`config.mk`:
```
export PLATFORM = sky130hd
export DESIGN_NAME = wb_cache_top
export DESIGN_NICKNAME = d
export VERILOG_FILES = /design/src/hdl/cache_cfg_pkg.sv /design/src/hdl/wb_pkg.sv /design/src/hdl/tag_memory.sv /design/src/hdl/data_memory.sv /design/src/hdl/refill_counter.sv /design/src/hdl/cache_controller.sv /design/src/hdl/wb_cache_top.sv
export SDC_FILE = /design/constraint.sdc
export NUM_CORES = 2
export LEC_CHECK = 0
export BUFFER_PORTS_ARGS = -buffer_cell sky130_fd_sc_hd__buf_2
export CAP_MARGIN = 20
export CORE_ASPECT_RATIO = 2
export CORE_UTILIZATION = 40
export DETAILED_ROUTE_END_ITERATION = 12
export GPL_ROUTABILITY_DRIVEN = 0
export GPL_TIMING_DRIVEN = 0
export PLACE_DENSITY = 0.69
export SYNTH_ARGS = -nofsm -noshare
export SYNTH_HDL_FRONTEND = slang
export SYNTH_HIERARCHICAL = 1
export SYNTH_SLANG_ARGS = --single-unit
```
`constraint.sdc`:
```
create_clock -name clk_i -period 3.55 [get_ports clk_i]
set_input_delay 0.1775 -clock clk_i [delete_from_list [all_inputs] [get_ports clk_i]]
set_output_delay 0.1775 -clock clk_i [all_outputs]
set_load 0.005 [all_outputs]
```
`src/hdl/cache_cfg_pkg.sv`:
```
package cache_cfg_pkg;

    // ----------------------------------------
    // Address split
    // ----------------------------------------

    // Tag bits kept per line for the hit compare
    localparam int TAG_W = 8;
    // Selects one of the cache lines
    localparam int INDEX_W = 4;
    // Selects one word inside a line
    localparam int WORD_W = 2;
    // Full byte address seen on both buses
    localparam int ADDR_W = 16;

    // Depth of the tag array
    localparam int NUM_LINES = 16;
    // A refill moves this many words, one bus beat each
    localparam int WORDS_PER_LINE = 4;

    // The same address word read either flat or split into cache fields
    typedef union packed {
        logic [ADDR_W-1:0] raw;
        struct packed {
            logic [TAG_W-1:0]   tag;
            logic [INDEX_W-1:0] index;
            logic [WORD_W-1:0]  word;
            logic [1:0]         byte_off;
        } f;
    } cache_addr_u;

    // One line of the tag array
    typedef struct packed {
        logic             valid;
        logic [TAG_W-1:0] tag;
    } tag_entry_t;

endpackage

```
`src/hdl/wb_pkg.sv`:
```
package wb_pkg;

    // ----------------------------------------
    // Wishbone classic signal groups
    // ----------------------------------------

    // Data bus width and its byte select width
    localparam int DAT_W = 32;
    localparam int SEL_W = DAT_W / 8;

    // Everything the master drives in one transfer
    // The address is the cache view so both decodings stay available
    typedef struct packed {
        logic                      cyc;
        logic                      stb;
        logic                      we;
        cache_cfg_pkg::cache_addr_u adr;
        logic [SEL_W-1:0]          sel;
        logic [DAT_W-1:0]          dat;
    } wb_req_t;

    // Everything the slave drives back
    // Ack is high for exactly one cycle per transfer
    typedef struct packed {
        logic             ack;
        logic [DAT_W-1:0] dat;
    } wb_rsp_t;

endpackage

```
`src/hdl/tag_memory.sv`:
```
`timescale 1ns/1ns

module tag_memory (
    input  logic                      clk_i,
    input  logic                      rst_n_i,

    // Shared read/write port that the controller uses to install a line
    input  logic                      write_i,
    input  logic [cache_cfg_pkg::INDEX_W-1:0] read_write_index_i,
    input  cache_cfg_pkg::tag_entry_t write_tag_i,

    // Lookup port that is read every cycle
    input  logic [cache_cfg_pkg::INDEX_W-1:0] read_index_i,
    output cache_cfg_pkg::tag_entry_t read_tag_o
);

    // ----------------------------------------
    // Storage
    // ----------------------------------------

    // Tag of each line
    logic [cache_cfg_pkg::TAG_W-1:0] tag_q [cache_cfg_pkg::NUM_LINES];

    // Valid bits of all lines in one flop vector that reset clears at once
    logic [cache_cfg_pkg::NUM_LINES-1:0] valid_q;

    always_ff @(posedge clk_i) begin
        if (!rst_n_i) begin
            valid_q <= '0;
        end else if (write_i) begin
            valid_q[read_write_index_i] <= write_tag_i.valid;
        end
    end

    always_ff @(posedge clk_i) begin
        if (write_i) begin
            tag_q[read_write_index_i] <= write_tag_i.tag;
        end
    end

    // ----------------------------------------
    // Lookup read
    // ----------------------------------------

    // The entry appears one cycle after the index
    // A write to the same line in the same cycle returns the old entry
    always_ff @(posedge clk_i) begin
        read_tag_o.valid <= valid_q[read_index_i];
        read_tag_o.tag   <= tag_q[read_index_i];
    end

    // An unknown write enable would corrupt the valid vector silently
    a_write_known: assert property (@(posedge clk_i) disable iff (!rst_n_i)
        !$isunknown(write_i));

endmodule

```
`src/hdl/data_memory.sv`:
```
`timescale 1ns/1ns

module data_memory (
    input  logic                              clk_i,

    // Write port, byte lanes enabled one by one
    input  logic                              write_i,
    input  logic [wb_pkg::SEL_W-1:0]          write_sel_i,
    input  logic [cache_cfg_pkg::INDEX_W-1:0] write_index_i,
    input  logic [cache_cfg_pkg::WORD_W-1:0]  write_word_i,
    input  logic [wb_pkg::DAT_W-1:0]          write_data_i,

    // Read port
    input  logic [cache_cfg_pkg::INDEX_W-1:0] read_index_i,
    input  logic [cache_cfg_pkg::WORD_W-1:0]  read_word_i,
    output logic [wb_pkg::DAT_W-1:0]          read_data_o
);

    // ----------------------------------------
    // Line storage
    // ----------------------------------------

    localparam int DEPTH = cache_cfg_pkg::NUM_LINES * cache_cfg_pkg::WORDS_PER_LINE;

    // Word address is line index on top, word in line below
    logic [wb_pkg::SEL_W-1:0][7:0] mem_q [DEPTH];

    logic [cache_cfg_pkg::INDEX_W+cache_cfg_pkg::WORD_W-1:0] write_addr;
    logic [cache_cfg_pkg::INDEX_W+cache_cfg_pkg::WORD_W-1:0] read_addr;

    assign write_addr = {write_index_i, write_word_i};
    assign read_addr  = {read_index_i, read_word_i};

    // Each byte lane is written only when its select is set
    always_ff @(posedge clk_i) begin
        if (write_i) begin
            for (int b = 0; b < wb_pkg::SEL_W; b++) begin
                if (write_sel_i[b]) begin
                    mem_q[write_addr][b] <= write_data_i[8*b +: 8];
                end
            end
        end
    end

    // Synchronous read, data follows the address by one cycle
    always_ff @(posedge clk_i) begin
        read_data_o <= mem_q[read_addr];
    end

endmodule

```
`src/hdl/refill_counter.sv`:
```
`timescale 1ns/1ns

module refill_counter (
    input  logic                             clk_i,
    input  logic                             rst_n_i,
    input  logic                             clear_i,
    input  logic                             step_i,
    output logic [cache_cfg_pkg::WORD_W-1:0] beat_o,
    output logic                             last_o
);

    // ----------------------------------------
    // Beat counter
    // ----------------------------------------

    logic [cache_cfg_pkg::WORD_W-1:0] beat_q;

    // Clear wins over step so the controller can end a refill in the
    // same cycle as the final ack
    always_ff @(posedge clk_i) begin
        if (!rst_n_i) begin
            beat_q <= '0;
        end else if (clear_i) begin
            beat_q <= '0;
        end else if (step_i) begin
            beat_q <= beat_q + 1'b1;
        end
    end

    assign beat_o = beat_q;

    // High for the whole final beat, not only at its ack
    assign last_o = (beat_q == cache_cfg_pkg::WORD_W'(cache_cfg_pkg::WORDS_PER_LINE - 1));

    // Stepping past the last beat would wrap into the next refill's word 0,
    // the controller must clear instead
    a_no_wrap: assert property (@(posedge clk_i) disable iff (!rst_n_i)
        !(step_i && last_o && !clear_i));

endmodule

```
`src/hdl/cache_controller.sv`:
```
`timescale 1ns/1ns

module cache_controller (
    input  logic                             clk_i,
    input  logic                             rst_n_i,

    // Processor side as Wishbone slave
    input  wb_pkg::wb_req_t                  cpu_req_i,
    output wb_pkg::wb_rsp_t                  cpu_rsp_o,

    // Memory side as Wishbone master
    output wb_pkg::wb_req_t                  mem_req_o,
    input  wb_pkg::wb_rsp_t                  mem_rsp_i,

    // Lookup results arrive one cycle behind the request address
    input  cache_cfg_pkg::tag_entry_t        tag_i,
    input  logic [wb_pkg::DAT_W-1:0]         data_i,

    // Refill beat counter
    input  logic [cache_cfg_pkg::WORD_W-1:0] beat_i,
    input  logic                             last_i,
    output logic                             cnt_clear_o,
    output logic                             cnt_step_o,

    // Tag and data memory write ports
    output logic                             tag_write_o,
    output cache_cfg_pkg::tag_entry_t        tag_entry_o,
    output logic                             data_write_o,
    output logic [wb_pkg::SEL_W-1:0]         data_sel_o,
    output logic [cache_cfg_pkg::WORD_W-1:0] data_word_o,
    output logic [wb_pkg::DAT_W-1:0]         data_wdata_o
);

    typedef enum logic [2:0] {IDLE, LOOKUP, REFILL, RESPOND, WRITE_THROUGH} state_t;

    state_t          state_q;
    wb_pkg::wb_req_t mem_req_q;
    logic            ack_q;
    logic [wb_pkg::DAT_W-1:0] rdata_q;
    logic            hit;
    logic            beat_done;

    // Valid only in LOOKUP where tag_i belongs to the held request
    assign hit = tag_i.valid && (tag_i.tag == cpu_req_i.adr.f.tag);

    // A memory transfer ends in the cycle its strobe meets the ack
    assign beat_done = mem_req_q.stb && mem_rsp_i.ack;

    // The counter is parked at zero on every lookup and cleared again at
    // the last refill ack
    assign cnt_clear_o = (state_q == LOOKUP) || (state_q == REFILL && beat_done && last_i);
    assign cnt_step_o  = (state_q == REFILL) && beat_done && !last_i;

    // ----------------------------------------
    // FSM and bus control
    // ----------------------------------------

    always_ff @(posedge clk_i) begin
        if (!rst_n_i) begin
            state_q       <= IDLE;
            mem_req_q.cyc <= 1'b0;
            mem_req_q.stb <= 1'b0;
            ack_q         <= 1'b0;
            tag_write_o   <= 1'b0;
            data_write_o  <= 1'b0;
        end else begin
            // Single cycle pulses unless a state below sets them again
            ack_q       <= 1'b0;
            tag_write_o <= 1'b0;
            case (state_q)
                IDLE: begin
                    if (cpu_req_i.cyc && cpu_req_i.stb) begin
                        state_q <= LOOKUP;
                    end
                end
                LOOKUP: begin
                    if (cpu_req_i.we) begin
                        // Writes always go out and the cached copy follows only on a hit
                        state_q       <= WRITE_THROUGH;
                        mem_req_q.cyc <= 1'b1;
                        mem_req_q.stb <= 1'b1;
                        data_write_o  <= hit;
                    end else if (hit) begin
                        state_q <= IDLE;
                    end else begin
                        state_q <= REFILL;
                    end
                end
                REFILL: begin
                    data_write_o <= 1'b0;
                    if (!mem_req_q.stb) begin
                        // Next beat goes out one cycle after the previous ack
                        mem_req_q.cyc <= 1'b1;
                        mem_req_q.stb <= 1'b1;
                    end else if (mem_rsp_i.ack) begin
                        mem_req_q.cyc <= 1'b0;
                        mem_req_q.stb <= 1'b0;
                        data_write_o  <= 1'b1;
                        if (last_i) begin
                            tag_write_o <= 1'b1;
                            ack_q       <= 1'b1;
                            state_q     <= RESPOND;
                        end
                    end
                end
                WRITE_THROUGH: begin
                    // On a hit the same bytes are written in each stall cycle
                    // The final write lands with the memory ack
                    if (mem_rsp_i.ack) begin
                        mem_req_q.cyc <= 1'b0;
                        mem_req_q.stb <= 1'b0;
                        data_write_o  <= 1'b0;
                        ack_q         <= 1'b1;
                        state_q       <= RESPOND;
                    end
                end
                RESPOND: begin
                    data_write_o <= 1'b0;
                    state_q      <= IDLE;
                end
                default: state_q <= IDLE;
            endcase
        end
    end

    // ----------------------------------------
    // Payload registers
    // ----------------------------------------

    always_ff @(posedge clk_i) begin
        case (state_q)
            LOOKUP: begin
                mem_req_q.we  <= cpu_req_i.we;
                mem_req_q.adr <= cpu_req_i.adr;
                mem_req_q.sel <= cpu_req_i.we ? cpu_req_i.sel : '1;
                mem_req_q.dat <= cpu_req_i.dat;
                tag_entry_o.valid <= 1'b1;
                tag_entry_o.tag   <= cpu_req_i.adr.f.tag;
                data_word_o  <= cpu_req_i.adr.f.word;
                data_sel_o   <= cpu_req_i.sel;
                data_wdata_o <= cpu_req_i.dat;
            end
            REFILL: begin
                if (!mem_req_q.stb) begin
                    mem_req_q.adr.f.word     <= beat_i;
                    mem_req_q.adr.f.byte_off <= '0;
                end else if (mem_rsp_i.ack) begin
                    data_word_o  <= beat_i;
                    data_sel_o   <= '1;
                    data_wdata_o <= mem_rsp_i.dat;
                    // Keep the word the processor asked for
                    if (beat_i == cpu_req_i.adr.f.word) begin
                        rdata_q <= mem_rsp_i.dat;
                    end
                end
            end
            default: ;
        endcase
    end

    assign mem_req_o = mem_req_q;

    // The hit path answers straight from the lookup and all other answers come from registers
    always_comb begin
        cpu_rsp_o.ack = ack_q || (state_q == LOOKUP && !cpu_req_i.we && hit);
        cpu_rsp_o.dat = (state_q == LOOKUP) ? data_i : rdata_q;
    end

    a_cpu_ack_single: assert property (@(posedge clk_i) disable iff (!rst_n_i)
        cpu_rsp_o.ack |=> !cpu_rsp_o.ack);

    // A stalled memory beat keeps every request signal until its ack
    a_mem_hold_stable: assert property (@(posedge clk_i) disable iff (!rst_n_i)
        mem_req_o.stb && !mem_rsp_i.ack |=> $stable(mem_req_o));

endmodule

```
`src/hdl/wb_cache_top.sv`:
```
`timescale 1ns/1ns

module wb_cache_top (
    input  logic            clk_i,
    input  logic            rst_n_i,

    // Processor side, Wishbone slave
    input  wb_pkg::wb_req_t cpu_req_i,
    output wb_pkg::wb_rsp_t cpu_rsp_o,

    // Memory side, Wishbone master
    output wb_pkg::wb_req_t mem_req_o,
    input  wb_pkg::wb_rsp_t mem_rsp_i
);

    // ----------------------------------------
    // Internal wiring
    // ----------------------------------------

    cache_cfg_pkg::tag_entry_t        tag_rd;
    logic [wb_pkg::DAT_W-1:0]         data_rd;
    logic [cache_cfg_pkg::WORD_W-1:0] beat;
    logic                             last;
    logic                             cnt_clear;
    logic                             cnt_step;
    logic                             tag_write;
    cache_cfg_pkg::tag_entry_t        tag_entry;
    logic                             data_write;
    logic [wb_pkg::SEL_W-1:0]         data_sel;
    logic [cache_cfg_pkg::WORD_W-1:0] data_word;
    logic [wb_pkg::DAT_W-1:0]         data_wdata;

    cache_controller i_controller (
        .clk_i        (clk_i),
        .rst_n_i      (rst_n_i),
        .cpu_req_i    (cpu_req_i),
        .cpu_rsp_o    (cpu_rsp_o),
        .mem_req_o    (mem_req_o),
        .mem_rsp_i    (mem_rsp_i),
        .tag_i        (tag_rd),
        .data_i       (data_rd),
        .beat_i       (beat),
        .last_i       (last),
        .cnt_clear_o  (cnt_clear),
        .cnt_step_o   (cnt_step),
        .tag_write_o  (tag_write),
        .tag_entry_o  (tag_entry),
        .data_write_o (data_write),
        .data_sel_o   (data_sel),
        .data_word_o  (data_word),
        .data_wdata_o (data_wdata)
    );

    refill_counter i_refill_counter (
        .clk_i   (clk_i),
        .rst_n_i (rst_n_i),
        .clear_i (cnt_clear),
        .step_i  (cnt_step),
        .beat_o  (beat),
        .last_o  (last)
    );

    // The processor holds its address for the whole transfer, so its index
    // also selects the line being filled
    tag_memory i_tag_memory (
        .clk_i              (clk_i),
        .rst_n_i            (rst_n_i),
        .write_i            (tag_write),
        .read_write_index_i (cpu_req_i.adr.f.index),
        .write_tag_i        (tag_entry),
        .read_index_i       (cpu_req_i.adr.f.index),
        .read_tag_o         (tag_rd)
    );

    data_memory i_data_memory (
        .clk_i         (clk_i),
        .write_i       (data_write),
        .write_sel_i   (data_sel),
        .write_index_i (cpu_req_i.adr.f.index),
        .write_word_i  (data_word),
        .write_data_i  (data_wdata),
        .read_index_i  (cpu_req_i.adr.f.index),
        .read_word_i   (cpu_req_i.adr.f.word),
        .read_data_o   (data_rd)
    );

endmodule

```
==> impl_results.md <==
- Result of the run: finished with violations
- Failing checks: negative hold slack, negative setup slack
- Crit path largest cell delay: 990 ps
- Min-Delay Path Class: input pin to register
- Min cycle time layout: 3870 ps
- Switch share: 22.2%
- Worst Path Required: 4270 ps
- VDD IR max: 0.365 mV
- Mapped Area: 91,200 um2
- # setup viols final: 64
- Final Hold Slack: -8.10 ps
- GRT overflow: 0
- Maxcap violations: 0
- Largest net degree at the start of global routing: 41
- EDFF count, synth: 2,299
- RSZ-0062 raised after global routing: yes
- CTS Buf Count: 198
- DRT antenna net count: 0
- Multi-input logic area: 19,500 um2
- PD cells: 531 nW/um2
- P_sw: 12.5 mW
- Final worst path period share: 109%
- Vias post-DR: 50,500
- Slowest-stage cell, CP: clkbuf_1
- Clock network power share: 39.0%
- I/O Pins: 178
- Site Rows: 247
- CP most frequent cell: clkbuf_1
- Register area: 70,400 um2
- Setup Skew: 63.0 ps
- Gate Count Post-Synth: 4,262
- Async S/R FF share, synth: 0%
- Vias in the first global route: 50,200
- Yosys Warn Count: 6
- H-tree level count: 4
- Setup CP Type: input pin to register
- Initial antenna violation count: 28
- Nature of the critical path startpoint: input pin
- DIE AREA: 230,000 um2
- Netlist cell types: 57
- Clock sink count: 2,366
- Skew-Pair Late Insertion Delay: 930 ps
- Flop pwr share: 54.5%
- PortBufs: 177
- Area growth syn-to-layout: 16.1%
- Worst slew margin: 9.34%
- Clock transition at path regs: 60 ps
- Most frequent cells in the layout: 2,299 x edfxtp_1, 563 x mux4_2, 296 x nor2_1, 249 x buf_2, 202 x clkbuf_16
- Final Max Tran Viols: 0
- DPL Wire Length: 238,000 um
- Fmax: 259 MHz
- Critical path peak fanout: 10
- Final hold viol count: 3
- Initial core utilization: 40.3%
- Worst EP arrival: 4590 ps
- Avg Cell Area, Syn: 21.4 um2
- Logic pwr share: 6.6%
- Die width: 340 um
- Final WL: 331,000 um
- Most common cell after layout, fill and taps aside: edfxtp_1
- Total Nets Final: 4,969
- Post-CTS setup repair buffer count: 0
- Root Buffer Master: clkbuf_16
- CTS tree: done
- Vias/cell: 6.29
- Core Region: 227,000 um2
- Share of cells above drive strength 1: 28.3%
- WL per Instance: 41.1 um
- Util after Layout: 46.8%
- Die height: 677 um
- Post-Syn Nets: 4,353
- Setup ws final: -316 ps
- Worst-Margin Slew: 1360 ps
- Post-synthesis sequential element count: 2,366
- Crit-path cells: dlygate4sd3_1, buf_2, clkbuf_1, clkbuf_1, nor2b_1, clkbuf_1, o211ai_1, o211ai_1
- DRC: 0
- Starting DRT DRC Count: 7,790
- Gr usage total: 28.8%
- CTS max path bufs: 4
- Top_reg_cell synth: edfxtp_1
- Leakage: 33.5 nW
- # fillers: 18,100
- Internal power: 43.8 mW
- Initial DRT Pass Iterations: 9
- Register area share after synthesis: 77.1%
- CP Capture Type: register
- Tot Pwr: 56.3 mW
- First-pass GRT wire length: 437,000 um
## power groups by stage
stage / Sequential [mW] / Combinational (mW) / Clock [mW]
2_1_floorplan: 31.3 / 1.49 / 0
3_3_place_gp: 31.5 / 2.90 / 0
3_5_place_dp: 31.3 / 3.35 / 0
4_1_cts: 30.7 / 3.45 / 22.0
5_1_grt: 30.6 / 3.66 / 22.8
6_report: 30.7 / 3.70 / 21.9
## logic make-up after synthesis
logic type               after synthesis  synth area share, %
flip-flops                          2366                 77.1
multiplexers                         721                 16.1
AND/OR/NAND/NOR                      637                 2.97
AO/OA/AOI/OAI                        268                 2.06
buffers and inverters                257                 1.59
XOR/XNOR                              11                0.106
adder cells (fa/ha/maj)                1               0.0137
other                                  1              0.00411
## cell type report
cell class | count | area share (%)
antenna | 17 | 0.0401
clock inverter | 101 | 0.923
inverter | 5 | 0.0177
multi-input combinational | 1639 | 18.4
tap | 2988 | 3.53
timing repair buffer | 418 | 4.26
buffer | 250 | 1.39
clock buffer | 255 | 5.04
sequential | 2366 | 66.4
## flip-flops by register name, summed over array words and instances (netlist names), 3 cells and up
signal                     cells
i_controller/data_sel_o        4
i_controller/data_wdata_o     32
i_controller/mem_req_o        47
i_controller/rdata_q          32
i_controller/state_q           3
i_controller/tag_entry_o       8
i_data_memory/mem_q         2048
i_data_memory/read_data_o     32
i_tag_memory/read_tag_o        9
i_tag_memory/tag_q           128
i_tag_memory/valid_q          16
## routing by layer
| metal | part of all wire (%) | track usage [%] | vias up |
|---|---|---|---|
| li1 | - | - | 18900 |
| met1 | 26 | 26.9 | 25800 |
| met2 | 50 | 48.8 | 4339 |
| met3 | 10 | 7.70 | 1527 |
| met4 | 14 | 30.3 | 14 |
| met5 | 0.032 | 0 | - |
## critical path, delay by kind of cell
kind | cells | cell delay, ps
AOI/OAI and AO/OA | 2 | 640
buffers and inverters | 5 | 2970
and+or+nand+nor | 1 | 750
## stage by stage
| step | std cells | worst slack (ps) | TNS [ps] | cell area [um2] |
|---|---|---|---|---|
| floorplan | 4262 | 52.3 | 0 | 91200 |
| global placement | 7427 | -3590 | -269640 | 95900 |
| detailed placement | 7559 | -1240 | -29290 | 98400 |
| CTS | 8008 | 21.2 | 0 | 106000 |
| global route | 8023 | -35.1 | -222 | 106000 |
| finish | 8039 | -316 | -3710 | 106000 |
## synth_stat cells (16+ instances only)
cell | count | area [um2]
edfxtp_1 | 2299 | 69000
mux4_2 | 563 | 12700
nor2_1 | 306 | 1150
nand2_1 | 196 | 736
clkbuf_1 | 90 | 338
mux2i_1 | 80 | 801
buf_2 | 71 | 355
a22oi_1 | 68 | 510
dfxtp_1 | 67 | 1340
o22ai_1 | 43 | 269
buf_4 | 42 | 315
a21oi_1 | 38 | 190
mux2_4 | 32 | 480
mux2_2 | 30 | 338
nor3_1 | 28 | 140
nand3_1 | 27 | 135
o21ai_0 | 24 | 120
buf_1 | 21 | 78.8
buf_6 | 20 | 225
o211ai_1 | 19 | 143
nand2b_1 | 18 | 113
a21boi_0 | 16 | 120
a221oi_1 | 16 | 140
mux4_1 | 16 | 420
o221ai_1 | 16 | 140
## worst paths after layout
check                                            startpoint                            end  slack (ps)  depth (start not counted)
worst max-delay path                          cpu_req_i[43]  i_data_memory/read_data_o[25]        -320                          8
worst min-delay path                          cpu_req_i[22]     i_controller/mem_req_o[22]          -8                          2
worst max register to register  i_controller/data_word_o[1]    i_data_memory/mem_q[30][25]         -80                          5
worst min register to register      i_tag_memory/valid_q[0]        i_tag_memory/valid_q[0]         490                          2
## what timing repair did
item,4_1_cts,5_1_grt
hold buffers,94,0
endpoints found under the hold margin,153,0
pin swaps,0,1
gates resized for setup,5,22
setup endpoints to repair,11,108
Note: power is estimated with default switching activity, not from simulation.
